$ cat config.mk
export PLATFORM = sky130hd
export DESIGN_NAME = decode_top
export DESIGN_NICKNAME = d
export VERILOG_FILES = /design/src/verilog/decode_pkg.sv /design/src/verilog/decode_control.sv /design/src/verilog/decode_regfile.sv /design/src/verilog/decode_top.sv /design/src/verilog/dispatch_stage.sv /design/src/verilog/instr_classify.sv
export SDC_FILE = /design/constraint.sdc
export NUM_CORES = 2
export LEC_CHECK = 0
export ABC_AREA = 0
export BUFFER_PORTS_ARGS = -buffer_cell sky130_fd_sc_hd__buf_2
export CAP_MARGIN = 10
export CORE_UTILIZATION = 41
export CTS_CLUSTER_DIAMETER = 120
export DETAILED_ROUTE_END_ITERATION = 6
export SYNTH_ARGS = -nofsm -noshare
export SYNTH_HDL_FRONTEND = slang
export SYNTH_SLANG_ARGS = --single-unit
$ cat constraint.sdc
create_clock -name clk -period 18.4 [get_ports clk]
set_input_delay 3.68 -clock clk [delete_from_list [all_inputs] [get_ports clk]]
set_output_delay 3.68 -clock clk [all_outputs]
set_load 0.005 [all_outputs]
$ cat src/verilog/decode_pkg.sv
// decode stage shared definitions
// widths, RV32I major opcodes and the instruction word layouts
package decode_pkg;

    localparam int DATA_W     = 32;
    localparam int REG_ADDR_W = 5;
    localparam int NUM_REGS   = 32;
    localparam int CSR_W      = 12;

    // RV32I major opcodes
    localparam logic [6:0] OPC_LUI      = 7'b0110111;
    localparam logic [6:0] OPC_AUIPC    = 7'b0010111;
    localparam logic [6:0] OPC_JAL      = 7'b1101111;
    localparam logic [6:0] OPC_JALR     = 7'b1100111;
    localparam logic [6:0] OPC_BRANCH   = 7'b1100011;
    localparam logic [6:0] OPC_LOAD     = 7'b0000011;
    localparam logic [6:0] OPC_STORE    = 7'b0100011;
    localparam logic [6:0] OPC_OP_IMM   = 7'b0010011;
    localparam logic [6:0] OPC_OP       = 7'b0110011;
    localparam logic [6:0] OPC_MISC_MEM = 7'b0001111;
    localparam logic [6:0] OPC_SYSTEM   = 7'b1110011;

    // opcode, funct3, funct7, rd, rs1, rs2, imm, pc
    localparam int EXEC_OP_W = 7 + 3 + 7 + REG_ADDR_W + 4 * DATA_W;
    // funct3, csr, rd, operand
    localparam int SYS_OP_W  = 3 + CSR_W + REG_ADDR_W + DATA_W;

    typedef struct packed {
        logic [6:0]            funct7;
        logic [REG_ADDR_W-1:0] rs2;
        logic [REG_ADDR_W-1:0] rs1;
        logic [2:0]            funct3;
        logic [REG_ADDR_W-1:0] rd;
        logic [6:0]            opcode;
    } r_fmt_t;

    typedef struct packed {
        logic [11:0]           imm_11_0;
        logic [REG_ADDR_W-1:0] rs1;
        logic [2:0]            funct3;
        logic [REG_ADDR_W-1:0] rd;
        logic [6:0]            opcode;
    } i_fmt_t;

    typedef struct packed {
        logic [6:0]            imm_11_5;
        logic [REG_ADDR_W-1:0] rs2;
        logic [REG_ADDR_W-1:0] rs1;
        logic [2:0]            funct3;
        logic [4:0]            imm_4_0;
        logic [6:0]            opcode;
    } s_fmt_t;

    typedef struct packed {
        logic [19:0]           imm_31_12;
        logic [REG_ADDR_W-1:0] rd;
        logic [6:0]            opcode;
    } u_fmt_t;

    // one instruction word, four views
    typedef union packed {
        r_fmt_t r;
        i_fmt_t i;
        s_fmt_t s;
        u_fmt_t u;
    } instr_t;

endpackage

$ cat src/verilog/decode_control.sv
// decode control
// sweep/normal/exit FSM, scoreboard hazard check with writeback bypass, issue and flags
`timescale 1ns/1ns

module decode_control (
    input  logic                              clk,
    input  logic                              rst,

    input  logic                              instr_valid,
    input  decode_pkg::instr_t                instr_data,
    input  logic [decode_pkg::DATA_W-1:0]     instr_pc,
    output logic                              instr_ready,

    input  logic [decode_pkg::DATA_W-1:0]     rs1_value,
    input  logic [decode_pkg::DATA_W-1:0]     rs2_value,
    input  logic                              rs1_busy,
    input  logic                              rs2_busy,
    input  logic                              rd_busy,
    input  logic                              sweep_done,

    input  logic                              wb_valid,
    input  logic [decode_pkg::REG_ADDR_W-1:0] wb_addr,
    input  logic [decode_pkg::DATA_W-1:0]     wb_value,
    output logic                              reserve,

    input  logic                              exec_accept,
    input  logic                              sys_accept,
    output logic                              exec_load,
    output logic [decode_pkg::EXEC_OP_W-1:0]  exec_payload,
    output logic                              sys_load,
    output logic [decode_pkg::SYS_OP_W-1:0]   sys_payload,

    output logic                              exit_flag,
    output logic                              error_flag
);

    typedef enum logic [1:0] {
        ST_RESET,
        ST_NORMAL,
        ST_EXIT
    } state_t;

    state_t                        state;
    logic                          to_execute, to_system, is_exit, is_illegal;
    logic                          uses_rs1, uses_rs2, writes_rd;
    logic [decode_pkg::DATA_W-1:0] imm;
    logic                          rs1_hit, rs2_hit, operands_ok, target_ok, dropped;
    logic [decode_pkg::DATA_W-1:0] rs1_op, rs2_op, sys_operand;

    instr_classify classify (
        .instr(instr_data),
        .to_execute, .to_system, .is_exit, .is_illegal,
        .uses_rs1, .uses_rs2, .writes_rd,
        .imm
    );

    // writeback in this cycle satisfies a waiting source
    assign rs1_hit = wb_valid && wb_addr != '0 && wb_addr == instr_data.r.rs1;
    assign rs2_hit = wb_valid && wb_addr != '0 && wb_addr == instr_data.r.rs2;

    assign rs1_op = !uses_rs1 ? '0 : (rs1_hit ? wb_value : rs1_value);
    assign rs2_op = !uses_rs2 ? '0 : (rs2_hit ? wb_value : rs2_value);

    assign operands_ok = (!uses_rs1 || !rs1_busy || rs1_hit) &&
                         (!uses_rs2 || !rs2_busy || rs2_hit) &&
                         (!writes_rd || instr_data.r.rd == '0 || !rd_busy);
    assign target_ok   = to_execute ? exec_accept : (to_system ? sys_accept : 1'b1);
    assign dropped     = is_exit || is_illegal;

    always_comb begin
        case (state)
            ST_NORMAL: instr_ready = instr_valid && (dropped || (operands_ok && target_ok));
            ST_EXIT:   instr_ready = instr_valid;
            default:   instr_ready = 1'b0;
        endcase
    end

    assign exec_load = (state == ST_NORMAL) && instr_ready && to_execute;
    assign sys_load  = (state == ST_NORMAL) && instr_ready && to_system;
    assign reserve   = (exec_load || sys_load) && writes_rd;
    assign exit_flag = (state == ST_EXIT);

    // zimm forms send the rs1 field itself
    assign sys_operand = instr_data.i.funct3[2] ?
                         decode_pkg::DATA_W'(instr_data.i.rs1) : rs1_op;

    assign exec_payload = {instr_data.r.opcode, instr_data.r.funct3, instr_data.r.funct7,
                           instr_data.r.rd, rs1_op, rs2_op, imm, instr_pc};
    assign sys_payload  = {instr_data.i.funct3, instr_data.i.imm_11_0, instr_data.i.rd,
                           sys_operand};

    always_ff @(posedge clk) begin
        if (rst) begin
            state      <= ST_RESET;
            error_flag <= 1'b0;
        end else begin
            case (state)
                ST_RESET:  if (sweep_done) state <= ST_NORMAL;
                ST_NORMAL: if (instr_ready && is_exit) state <= ST_EXIT;
                default:   state <= state;
            endcase
            // sticky until reset
            if (state == ST_NORMAL && instr_ready && is_illegal) begin
                error_flag <= 1'b1;
            end
        end
    end

    // dispatch only after the sweep, for a legal non-exit word, into one stream
    assert property (@(posedge clk) disable iff (rst)
        (exec_load || sys_load) |-> sweep_done && !dropped && !(exec_load && sys_load));

endmodule

$ cat src/verilog/decode_regfile.sv
// decode register file
// holds register values and busy bits, cleared by a sweep after reset
`timescale 1ns/1ns

module decode_regfile (
    input  logic                              clk,
    input  logic                              rst,

    input  logic [decode_pkg::REG_ADDR_W-1:0] rs1_addr,
    input  logic [decode_pkg::REG_ADDR_W-1:0] rs2_addr,
    output logic [decode_pkg::DATA_W-1:0]     rs1_value,
    output logic [decode_pkg::DATA_W-1:0]     rs2_value,
    output logic                              rs1_busy,
    output logic                              rs2_busy,
    output logic                              rd_busy,

    input  logic [decode_pkg::REG_ADDR_W-1:0] rd_addr,
    input  logic                              reserve,

    input  logic                              wb_valid,
    input  logic [decode_pkg::REG_ADDR_W-1:0] wb_addr,
    input  logic [decode_pkg::DATA_W-1:0]     wb_value,

    output logic                              sweep_done
);

    logic [decode_pkg::DATA_W-1:0]     regs [decode_pkg::NUM_REGS];
    logic [decode_pkg::NUM_REGS-1:0]   busy;
    logic [decode_pkg::REG_ADDR_W-1:0] sweep_idx;
    logic                              wb_write;

    assign wb_write = wb_valid && (wb_addr != '0);

    // x0 always reads zero
    assign rs1_value = (rs1_addr == '0) ? '0 : regs[rs1_addr];
    assign rs2_value = (rs2_addr == '0) ? '0 : regs[rs2_addr];
    assign rs1_busy  = busy[rs1_addr];
    assign rs2_busy  = busy[rs2_addr];
    assign rd_busy   = busy[rd_addr];

    always_ff @(posedge clk) begin
        if (!sweep_done) begin
            regs[sweep_idx] <= '0;
        end else if (wb_write) begin
            regs[wb_addr] <= wb_value;
        end
    end

    always_ff @(posedge clk) begin
        if (rst) begin
            sweep_idx  <= '0;
            sweep_done <= 1'b0;
        end else if (!sweep_done) begin
            busy[sweep_idx] <= 1'b0;
            sweep_idx       <= sweep_idx + 1'b1;
            sweep_done      <= (int'(sweep_idx) == decode_pkg::NUM_REGS - 1);
        end else begin
            if (wb_write) begin
                busy[wb_addr] <= 1'b0;
            end
            // a reservation wins over a writeback to the same register
            if (reserve && rd_addr != '0) begin
                busy[rd_addr] <= 1'b1;
            end
        end
    end

    // a new reservation only lands on a free register after the sweep
    assert property (@(posedge clk) disable iff (rst)
        reserve |-> sweep_done && !rd_busy);

endmodule

$ cat src/verilog/decode_top.sv
// RV32I decode stage top level
// register file, control and one dispatch stage per output stream
`timescale 1ns/1ns

module decode_top (
    input  logic                              clk,
    input  logic                              rst,

    input  logic                              instr_valid,
    input  logic [decode_pkg::DATA_W-1:0]     instr_data,
    input  logic [decode_pkg::DATA_W-1:0]     instr_pc,
    output logic                              instr_ready,

    input  logic                              wb_valid,
    input  logic [decode_pkg::REG_ADDR_W-1:0] wb_addr,
    input  logic [decode_pkg::DATA_W-1:0]     wb_value,

    output logic                              exec_valid,
    output logic [6:0]                        exec_opcode,
    output logic [2:0]                        exec_funct3,
    output logic [6:0]                        exec_funct7,
    output logic [decode_pkg::REG_ADDR_W-1:0] exec_rd,
    output logic [decode_pkg::DATA_W-1:0]     exec_rs1_value,
    output logic [decode_pkg::DATA_W-1:0]     exec_rs2_value,
    output logic [decode_pkg::DATA_W-1:0]     exec_imm,
    output logic [decode_pkg::DATA_W-1:0]     exec_pc,
    input  logic                              exec_ready,

    output logic                              sys_valid,
    output logic [2:0]                        sys_funct3,
    output logic [decode_pkg::CSR_W-1:0]      sys_csr,
    output logic [decode_pkg::REG_ADDR_W-1:0] sys_rd,
    output logic [decode_pkg::DATA_W-1:0]     sys_operand,
    input  logic                              sys_ready,

    output logic                              exit_flag,
    output logic                              error_flag
);

    decode_pkg::instr_t                 instr_word;
    logic [decode_pkg::DATA_W-1:0]      rs1_value, rs2_value;
    logic                               rs1_busy, rs2_busy, rd_busy, sweep_done, reserve;
    logic                               exec_load, exec_accept, sys_load, sys_accept;
    logic [decode_pkg::EXEC_OP_W-1:0]   exec_payload, exec_data;
    logic [decode_pkg::SYS_OP_W-1:0]    sys_payload, sys_data;

    assign instr_word = instr_data;

    decode_regfile regfile (
        .clk, .rst,
        .rs1_addr(instr_word.r.rs1), .rs2_addr(instr_word.r.rs2),
        .rs1_value, .rs2_value, .rs1_busy, .rs2_busy, .rd_busy,
        .rd_addr(instr_word.r.rd), .reserve,
        .wb_valid, .wb_addr, .wb_value,
        .sweep_done
    );

    decode_control control (
        .clk, .rst,
        .instr_valid, .instr_data(instr_word), .instr_pc, .instr_ready,
        .rs1_value, .rs2_value, .rs1_busy, .rs2_busy, .rd_busy, .sweep_done,
        .wb_valid, .wb_addr, .wb_value, .reserve,
        .exec_accept, .sys_accept,
        .exec_load, .exec_payload, .sys_load, .sys_payload,
        .exit_flag, .error_flag
    );

    dispatch_stage #(.WIDTH(decode_pkg::EXEC_OP_W)) exec_stage (
        .clk, .rst,
        .load(exec_load), .data(exec_payload), .in_ready(exec_accept),
        .out_valid(exec_valid), .out_data(exec_data), .out_ready(exec_ready)
    );

    dispatch_stage #(.WIDTH(decode_pkg::SYS_OP_W)) sys_stage (
        .clk, .rst,
        .load(sys_load), .data(sys_payload), .in_ready(sys_accept),
        .out_valid(sys_valid), .out_data(sys_data), .out_ready(sys_ready)
    );

    // unpack in the order control packs them
    assign {exec_opcode, exec_funct3, exec_funct7, exec_rd,
            exec_rs1_value, exec_rs2_value, exec_imm, exec_pc} = exec_data;
    assign {sys_funct3, sys_csr, sys_rd, sys_operand} = sys_data;

endmodule

$ cat src/verilog/dispatch_stage.sv
// one-entry valid/ready register stage for one dispatch stream
`timescale 1ns/1ns

module dispatch_stage #(
    parameter int WIDTH = decode_pkg::EXEC_OP_W
) (
    input  logic             clk,
    input  logic             rst,

    input  logic             load,
    input  logic [WIDTH-1:0] data,
    output logic             in_ready,

    output logic             out_valid,
    output logic [WIDTH-1:0] out_data,
    input  logic             out_ready
);

    // free when empty or drained this cycle
    assign in_ready = !out_valid || out_ready;

    always_ff @(posedge clk) begin
        if (rst) begin
            out_valid <= 1'b0;
        end else if (in_ready) begin
            out_valid <= load;
        end
    end

    always_ff @(posedge clk) begin
        if (load && in_ready) begin
            out_data <= data;
        end
    end

    // a stalled output holds both valid and data
    assert property (@(posedge clk) disable iff (rst)
        out_valid && !out_ready |=> out_valid && $stable(out_data));

endmodule

$ cat src/verilog/instr_classify.sv
// instruction classifier
// routes an RV32I word to a stream, finds its register use and builds the immediate
`timescale 1ns/1ns

module instr_classify (
    input  decode_pkg::instr_t            instr,
    output logic                          to_execute,
    output logic                          to_system,
    output logic                          is_exit,
    output logic                          is_illegal,
    output logic                          uses_rs1,
    output logic                          uses_rs2,
    output logic                          writes_rd,
    output logic [decode_pkg::DATA_W-1:0] imm
);

    logic [decode_pkg::DATA_W-1:0] imm_i;
    logic [decode_pkg::DATA_W-1:0] imm_s;
    logic [decode_pkg::DATA_W-1:0] imm_b;
    logic [decode_pkg::DATA_W-1:0] imm_u;
    logic [decode_pkg::DATA_W-1:0] imm_j;
    logic [19:0]                   upper;

    assign upper = instr.u.imm_31_12;

    assign imm_i = {{20{instr.i.imm_11_0[11]}}, instr.i.imm_11_0};
    assign imm_s = {{20{instr.s.imm_11_5[6]}}, instr.s.imm_11_5, instr.s.imm_4_0};
    // B and J scramble the offset bits of the s and u views
    assign imm_b = {{19{instr.s.imm_11_5[6]}}, instr.s.imm_11_5[6], instr.s.imm_4_0[0],
                    instr.s.imm_11_5[5:0], instr.s.imm_4_0[4:1], 1'b0};
    assign imm_u = {upper, 12'b0};
    assign imm_j = {{11{upper[19]}}, upper[19], upper[7:0], upper[8], upper[18:9], 1'b0};

    always_comb begin
        to_execute = 1'b0;
        to_system  = 1'b0;
        is_exit    = 1'b0;
        is_illegal = 1'b0;
        uses_rs1   = 1'b0;
        uses_rs2   = 1'b0;
        writes_rd  = 1'b0;
        imm        = '0;
        case (instr.r.opcode)
            decode_pkg::OPC_LUI, decode_pkg::OPC_AUIPC: begin
                to_execute = 1'b1;
                writes_rd  = 1'b1;
                imm        = imm_u;
            end
            decode_pkg::OPC_JAL: begin
                to_execute = 1'b1;
                writes_rd  = 1'b1;
                imm        = imm_j;
            end
            decode_pkg::OPC_JALR, decode_pkg::OPC_LOAD, decode_pkg::OPC_OP_IMM: begin
                to_execute = 1'b1;
                uses_rs1   = 1'b1;
                writes_rd  = 1'b1;
                imm        = imm_i;
            end
            decode_pkg::OPC_BRANCH, decode_pkg::OPC_STORE: begin
                to_execute = 1'b1;
                uses_rs1   = 1'b1;
                uses_rs2   = 1'b1;
                imm        = (instr.r.opcode == decode_pkg::OPC_STORE) ? imm_s : imm_b;
            end
            decode_pkg::OPC_OP: begin
                to_execute = 1'b1;
                uses_rs1   = 1'b1;
                uses_rs2   = 1'b1;
                writes_rd  = 1'b1;
            end
            decode_pkg::OPC_MISC_MEM: begin
                to_execute = 1'b1;
                imm        = imm_i;
            end
            decode_pkg::OPC_SYSTEM: begin
                if (instr.i.funct3 == 3'b100) begin
                    is_illegal = 1'b1;
                end else if (instr.i.funct3 != 3'b000) begin
                    to_system = 1'b1;
                    writes_rd = 1'b1;
                    // zimm forms carry no register source
                    uses_rs1  = !instr.i.funct3[2];
                end else if (instr.i.rs1 == '0 && instr.i.rd == '0 &&
                             instr.i.imm_11_0[11:1] == '0) begin
                    is_exit = 1'b1;
                end else begin
                    is_illegal = 1'b1;
                end
            end
            default: is_illegal = 1'b1;
        endcase
    end

endmodule
; ---- After elaboration in Yosys (flattened, before gate mapping)
; Memories as Yosys holds them, arrays and structs flattened.
; Index checks and enable logic that the tools add are counted.
[classes]
n_addsub = 1
order_cmp = 8
eq_ne = 19
n_mux = 56
bitwise = 5
n_reduce_logical = 59
[op_table]
columns = op, n
row1 = 32-bit two-way mux, 11
row2 = 32-bit case mux with 4 select lines, 1
row3 = 32-bit bitwise AND, 2
row4 = 32-bit inverter, 2
row5 = 32-bit OR, 1
row6 = 32-bit OR reduction, 1
row7 = 5-bit by 6-bit less-than comparator with 1-bit output (second input constant), 5
row8 = 7-bit == test (second input constant), 4
row9 = 1-bit two-way mux, 28
row10 = 7-bit by 6-bit == test with 1-bit output (second input constant), 3
row11 = 1-bit logical AND, 21
row12 = 1-bit binary-select mux with 5-bit select, 3
row13 = 1-bit demux with 5-bit select, 3
row14 = 5-bit by 1-bit >= comparator with 1-bit output (second input constant), 3
row15 = 5-bit logical NOT, 3
row16 = 7-bit by 5-bit == test with 1-bit output (second input constant), 2
row17 = 12-bit two-way mux, 1
row18 = 11-bit logical NOT, 1
row19 = 1-bit logical OR, 11
row20 = 5-bit == test, 2
row21 = 5-bit two-way mux, 2
row22 = 5-bit nonzero test, 2
row23 = 10-bit OR reduction, 1
row24 = 1-bit logical NOT, 9
row25 = other kinds (20), 26
[word_totals]
regBits = 245
ramBits = 1024
input_bits = 107
output_inout_bits = 207
wordCells = 160
memories = 1
[memory_table]
columns = name, words, width, read_ports, rd_clocked_by_memory_dff, wr, line
row1 = regfile.regs, 32, 32, 2, 0, 1, decode_regfile.sv:27  ; logic [decode_pkg::DATA_W-1:0] regs [decode_pkg::NUM_REGS];

; ---- Depth between registers and ports, before layout
[depth]
depth_word = 20
depth_mapped = 10
depth_no_buf = 9

; ---- Hierarchy
; Synthesis repeated with hierarchy kept, for this count alone.
[unflattened]
cells_unflattened = 3440
hier_area_um2 = 59757.3
[by_module_without_submodules]
columns = mod, n_inst, cells_each, area_per_inst_um2, seq_area_each_um2
row1 = decode_regfile, 1, 2762, 50533.5, 31830.5
row2 = dispatch_stage (exec_stage), 1, 155, 4559.4, 4524.3
row3 = decode_control, 1, 346, 2264.7, 60.1
row4 = dispatch_stage (sys_stage), 1, 57, 1616.6, 1581.5
row5 = instr_classify, 1, 120, 783.3, 0.0

; ---- Least setup slack after synthesis
; Ideal clock, no wire load.
[synth_timing]
path_kind = input -> register
startpoint = input instr_data[20] (netlist bit)
endpoint = register exec_stage.out_data[0], enable pin
setup_time_ps = 662
t_arrival_ps = 11702
required_ps = 17738
slack_ps = 6037
path_stages = 8
n_path_buf = 1
path_cell_list = buf_4 mux4_2 mux2_2 a221oi_1 a2111oi_1 a211oi_4 nand3_1 nor2_1
[synth_via]
elab_chain_len = 14
word_cells_on_any_way = 16
classes_between = 1 x eq/ne / 3 x mux / 12 x reduce/logical
[synth_rtl]
columns = item, line
row1 = "start, declared", decode_top.sv:10  ; input logic [decode_pkg::DATA_W-1:0] instr_data,
row2 = 1-bit binary-select mux with 5-bit select, decode_regfile.sv:38  ; assign rs2_busy = busy[rs2_addr];
row3 = 1-bit two-way mux (implied by the code), decode_regfile.sv:38
row4 = 1-bit logical NOT, decode_control.sv:65  ; (!uses_rs2 || !rs2_busy || rs2_hit) &&
row5 = 1-bit logical OR, decode_control.sv:65
row6 = 1-bit logical OR *, decode_control.sv:65
row7 = 1-bit logical AND *, decode_control.sv:64  ; assign operands_ok = (!uses_rs1 || !rs1_busy || rs1_hit) &&
row8 = 1-bit logical AND *, decode_control.sv:65
row9 = 1-bit logical AND *, decode_control.sv:72  ; ST_NORMAL: instr_ready = instr_valid && (dropped || (operands_ok && target_ok));
row10 = 1-bit logical OR *, decode_control.sv:72
row11 = 1-bit logical AND *, decode_control.sv:72
row12 = 1-bit case mux with 2 select lines *, decode_control.sv:71  ; case (state)
row13 = 1-bit logical AND * (2 in series), decode_control.sv:78  ; assign exec_load = (state == ST_NORMAL) && instr_ready && to_execute;
row14 = 1-bit logical AND *, dispatch_stage.sv:31  ; if (load && in_ready) begin
row15 = "end signal, assigned", dispatch_stage.sv:32  ; out_data <= data;
row16 = "end, declared", dispatch_stage.sv:15  ; output logic [WIDTH-1:0] out_data,
; Mark *: on every way between the ends. The rest lies on a longest branch, timed or not. The select of a mux whose other input is x is not followed.
; A chain may end at the register's enable or synchronous reset.

; ---- Final worst setup path
[layout_timing]
startpoint = input instr_data[21] (netlist bit)
endpoint = output instr_ready
[layout_via]
elab_chain_len = 11
word_cells_on_any_way = 24
classes_between = 1 x eq/ne / 11 x mux / 12 x reduce/logical
[layout_rtl]
columns = item, line
row1 = 1-bit binary-select mux with 5-bit select, decode_regfile.sv:38
row2 = 1-bit two-way mux (implied by the code), decode_regfile.sv:38
row3 = 1-bit logical NOT, decode_control.sv:65
row4 = 1-bit logical OR (2 in series), decode_control.sv:65
row5 = 1-bit logical AND, decode_control.sv:64
row6 = 1-bit logical AND, decode_control.sv:65
row7 = 1-bit logical AND, decode_control.sv:72
row8 = 1-bit logical OR *, decode_control.sv:72
row9 = 1-bit logical AND *, decode_control.sv:72
row10 = 1-bit case mux with 2 select lines *, decode_control.sv:71
row11 = "end, declared", decode_top.sv:12  ; output logic instr_ready,
; Marked as above.

==> impl.org <==
** Power
- Power share of the clock group :: 44.1%
- Fraction of power spent switching nets :: between 20% and 30%
- Worst vdd rail ir drop :: between 80 and 90 uV
- Combinational logic burns under 10% of the power.
- Registers are responsible for 49.2% of the overall power.
- Summed over all nets, the switching power comes to 1.44 mW.
- Lkg Pwr :: 20.5 nW
- Power density over the cells :: between 90 and 100 nW/um^2
- Cell internal power was estimated by the tool at 5.05 mW.

** Clock network
- Number of buffers inserted during clock tree synthesis :: 141
- Clock-pin transition on the worst setup and hold timing paths :: about 0.060 ns
- Number of buffers inserted for hold repair after clock tree synthesis :: 0
- The clock passes through at most 3 buffers.
- Clock tree synthesis selected as its root buffer the cell clkbuf_16.
- Setup bufs post-CTS :: 0
- Htree depth :: 4
- TritonCTS built the clock tree.
- Number of clock sinks :: 1269
- Skew-Pair Late Insertion Delay :: 0.79 ns
- Post-CTS repair changed the size of 0 cells.

** Critical path
- Crit. End Element :: primary output
- The worst register-to-register path ends at exec_stage.out_data[107].
- Data arrival time of the critical path :: 7.54 ns
- Critical Path Fanout Max :: just under 90
- Launch point of the worst reg-to-reg path :: regfile.busy[10]
- Across all register-to-register paths, the minimum setup slack is 14.34 ns.
- Req. time, crit path :: 14.72 ns
- Path type of the worst setup path :: input pin to primary output
- In this run the worst setup path begins at instr_data[21].
- Launching element type of the critical path :: input pin
- The worst register-to-register path has a depth of 8.
- Critical path endpoint :: instr_ready

** Routing
- The count of nets left with antenna violations once routing finished came out at 0.
- For this block, the initial DRC count from the detailed router was 3803.
- The first detailed-routing pass took 5 iterations.
- Wirelength per Cell :: 34.5 um
- Summed over all layers, the routed wires come to 178000 um.
- Overall via count from detail_route :: 33000
- Average vias per placed instance :: 6.39
- In the routed design, unresolved DRC markers number 0.

** STA
- Maximum clock rate :: 89.1 MHz
- Time the final worst path needs with I/O delays and setup :: 11.22 ns
- Endpoints failing setup :: 0
- Setup repair after global routing left no endpoint under its margin.
- Hold Fails Final Rpt :: 0
- After layout, the worst setup slack is 7.18 ns.
- The final critical path takes up 61.0% of the cycle.
- At the pin with the least slew margin, the transition time is ~1.3 ns.
- Setup Skew :: between 0.02 and 0.025 ns
- Final Max Slew Viols :: 0
- In this run the tightest slew margin relative to its limit is 14.2%.
- After routing, the total negative slack on setup checks comes to 0 ns.

** Yosys
- Counting flops and latches in the post-synthesis netlist gives 1269.
- Async set-or-reset flop fraction in the synthesized netlist :: 0%
- In the post-synthesis netlist, the cell with the most instances is edfxtp_1.
- Synth top cells by count :: edfxtp_1 (1258), mux4_2 (654), clkbuf_1 (134)
- Number of instances in the synthesized netlist :: 2862
- Number of flops mapped to enable cells by yosys :: 1258
- Most instantiated flip-flop cell in the synthesis netlist :: edfxtp_1
- Top cells by area, synth :: edfxtp_1 (65%), mux4_2 (25%), mux2i_1 (0.96%)
- Number of nets in the synthesized netlist :: between 2000 and 3000
- The netlist uses roughly 70 different library cells.
- A synthesized cell averages 20.3 um^2.
- edfxtp_1 takes more of the synthesized area than any other cell.
- For this run, the number of Yosys warnings is 0.
- The share of synthesized area in the top cell type comes to 64.9%.
- Sequential element share of the synthesized area :: around two thirds
- Synth Cell Area :: 58200 um^2

** Floorplan
- The core region is 140000 um^2.
- Total die area :: ~140000 um^2
- Initial core utilization :: between 40% and 50%
- The die is between 300 and 400 um wide.
- The initialized floorplan defines 137 standard-cell rows.
- Pin placement for this block handled 314 I/O pins.
- From bottom edge to top edge, the die measures 379 um.

** GRT
- The first global-routing pass estimated 253000 um of wire.
- Entering global routing, the biggest net connects 107 pins.
- Remaining global-route overflow :: 0
- For this run, the total global-route usage over all layers was measured as 25.1%.
- Antenna violations before repair :: 6
- Number of global-route vias before repair :: ~34000

** Final layout
- Number of inserted filler cells in the final layout :: between 10000 and 15000
- Once layout is done, the placed cells without fillers occupy 66800 um^2.
- P&R area growth vs syn :: 14.8%
- Fraction of final layout cells sized beyond drive strength 1 :: 40.4%
- Measured on the finished design, the core utilization comes to between 40% and 50%.
- After the last flow step, the layout net total stands at approximately 3300.

** Placement
- Instance area after placement :: 62200 um^2
- Routability congestion estimate :: 0.897
- Once detailed placement completed, the half-perimeter wirelength came to 100000 um.
- During placement, the flow inserted port buffers numbering 313.
- DP Worst Slack :: 7.18 ns

** Worst hold path
- The path class of the tightest hold or removal check is register to register.

** Run status
- Run status :: complete, no violations

** Flow run
- Max-capacitance violation count :: 0
sequential cells by signal, indices dropped and copies added (netlist names):
name and flops:
regfile.regs 1024, control.state 2, control.error_flag 1, exec_stage.out_data 150
exec_stage.out_valid 1, sys_stage.out_data 52, regfile.sweep_idx 5, sys_stage.out_valid 1
regfile.sweep_done 1, regfile.busy 32
cells by family (layout without fill, tap and decap cells):
group           Yosys count  after routing  share of synthesized area [%]
compound gates          222            222                           2.61
xor+xnor                 12             12                          0.180
fa+ha+maj                 8              8                          0.172
buf+inv                 228            647                           1.57
flops                  1269           1269                           65.3
mux                     746            746                           27.0
other cells               0              6                              0
simple gates            377            377                           3.26
final cells by class:
cell class	instances	area, um^2	share of cell area (%)
diodes	6	15.0	0.0225
clock buffers	174	3760	5.62
clock inverters	79	908	1.36
inverters	16	62.6	0.0936
multi-input cells	1365	19600	29.4
flip-flops and latches	1269	38000	56.8
well taps	1876	2350	3.51
repair buffers	378	2130	3.19
worst min-delay path by stage:
stage	slack, ns	start	cells past startpoint	end
2_1_floorplan	0.46	control.error_flag	2	control.error_flag
3_3_place_gp	0.47	control.error_flag	2	control.error_flag
3_5_place_dp	0.52	control.state[1]	2	control.state[1]
4_1_cts	0.53	control.state[1]	2	control.state[1]
5_1_grt	0.54	control.state[1]	2	control.state[1]
6_report	0.52	control.state[1]	2	control.state[1]
critical path, stage by stage:
cell	delay (ns)
buf_8	0.50
buf_4	0.94
xor2_1	0.14
nor3_1	0.21
and4_2	0.22
buf_4	0.63
a2111oi_1	0.22
a211oi_4	0.43
o21a_1	0.20
buf_2	0.12
placed cells by master, fill, tap and decap left out, types with 6 or more instances in the layout:
cell / instances
buf_2: 305
nand4_1: 6
clkinv_1: 21
dfxtp_1: 10
clkinv_2: 20
nor2_1: 68
mux4_2: 654
buf_4: 66
o221ai_1: 10
nor2b_1: 25
and3_1: 37
mux2_2: 36
xor2_1: 6
nand2b_1: 17
xnor2_1: 6
nand3b_1: 7
a22o_1: 6
edfxtp_1: 1258
ha_1: 8
inv_6: 7
bufinv_16: 16
diode_2: 6
nor3_1: 9
nand2_1: 84
o21ai_0: 71
a32oi_1: 8
a22oi_1: 39
a21o_1: 19
nor2_4: 34
mux2i_1: 56
inv_1: 13
clkbuf_1: 26
a21oi_1: 13
and2_1: 31
nor4_1: 7
nand3_1: 24
clkbuf_16: 144
metrics by stage:
stage          power [mW]  hold slack, ns  cells
6_report             6.49           0.521   5163
3_5_place_dp         3.69           0.517   4904
2_1_floorplan        3.53           0.460   2862
3_3_place_gp         3.69           0.474   4904
5_1_grt              6.66           0.541   5161
4_1_cts              6.53           0.528   5157
power groups by stage:
stage                     combinational (mW)  clock, mW  sequential (mW)
after floorplan                        0.291          0             3.24
after global placement                 0.433          0             3.25
after detailed placement               0.437          0             3.25
after CTS                              0.438       2.90             3.19
after global routing                   0.457       3.00             3.20
final                                  0.435       2.86             3.19
per-layer routing:
layer	part of all wire, %	global-route usage (%)
met1	39	33.5
met2	50	41.5
met3	8.8	4.95
met4	2.9	7.94
met5	0	0
(Power assumes the default switching activity.)
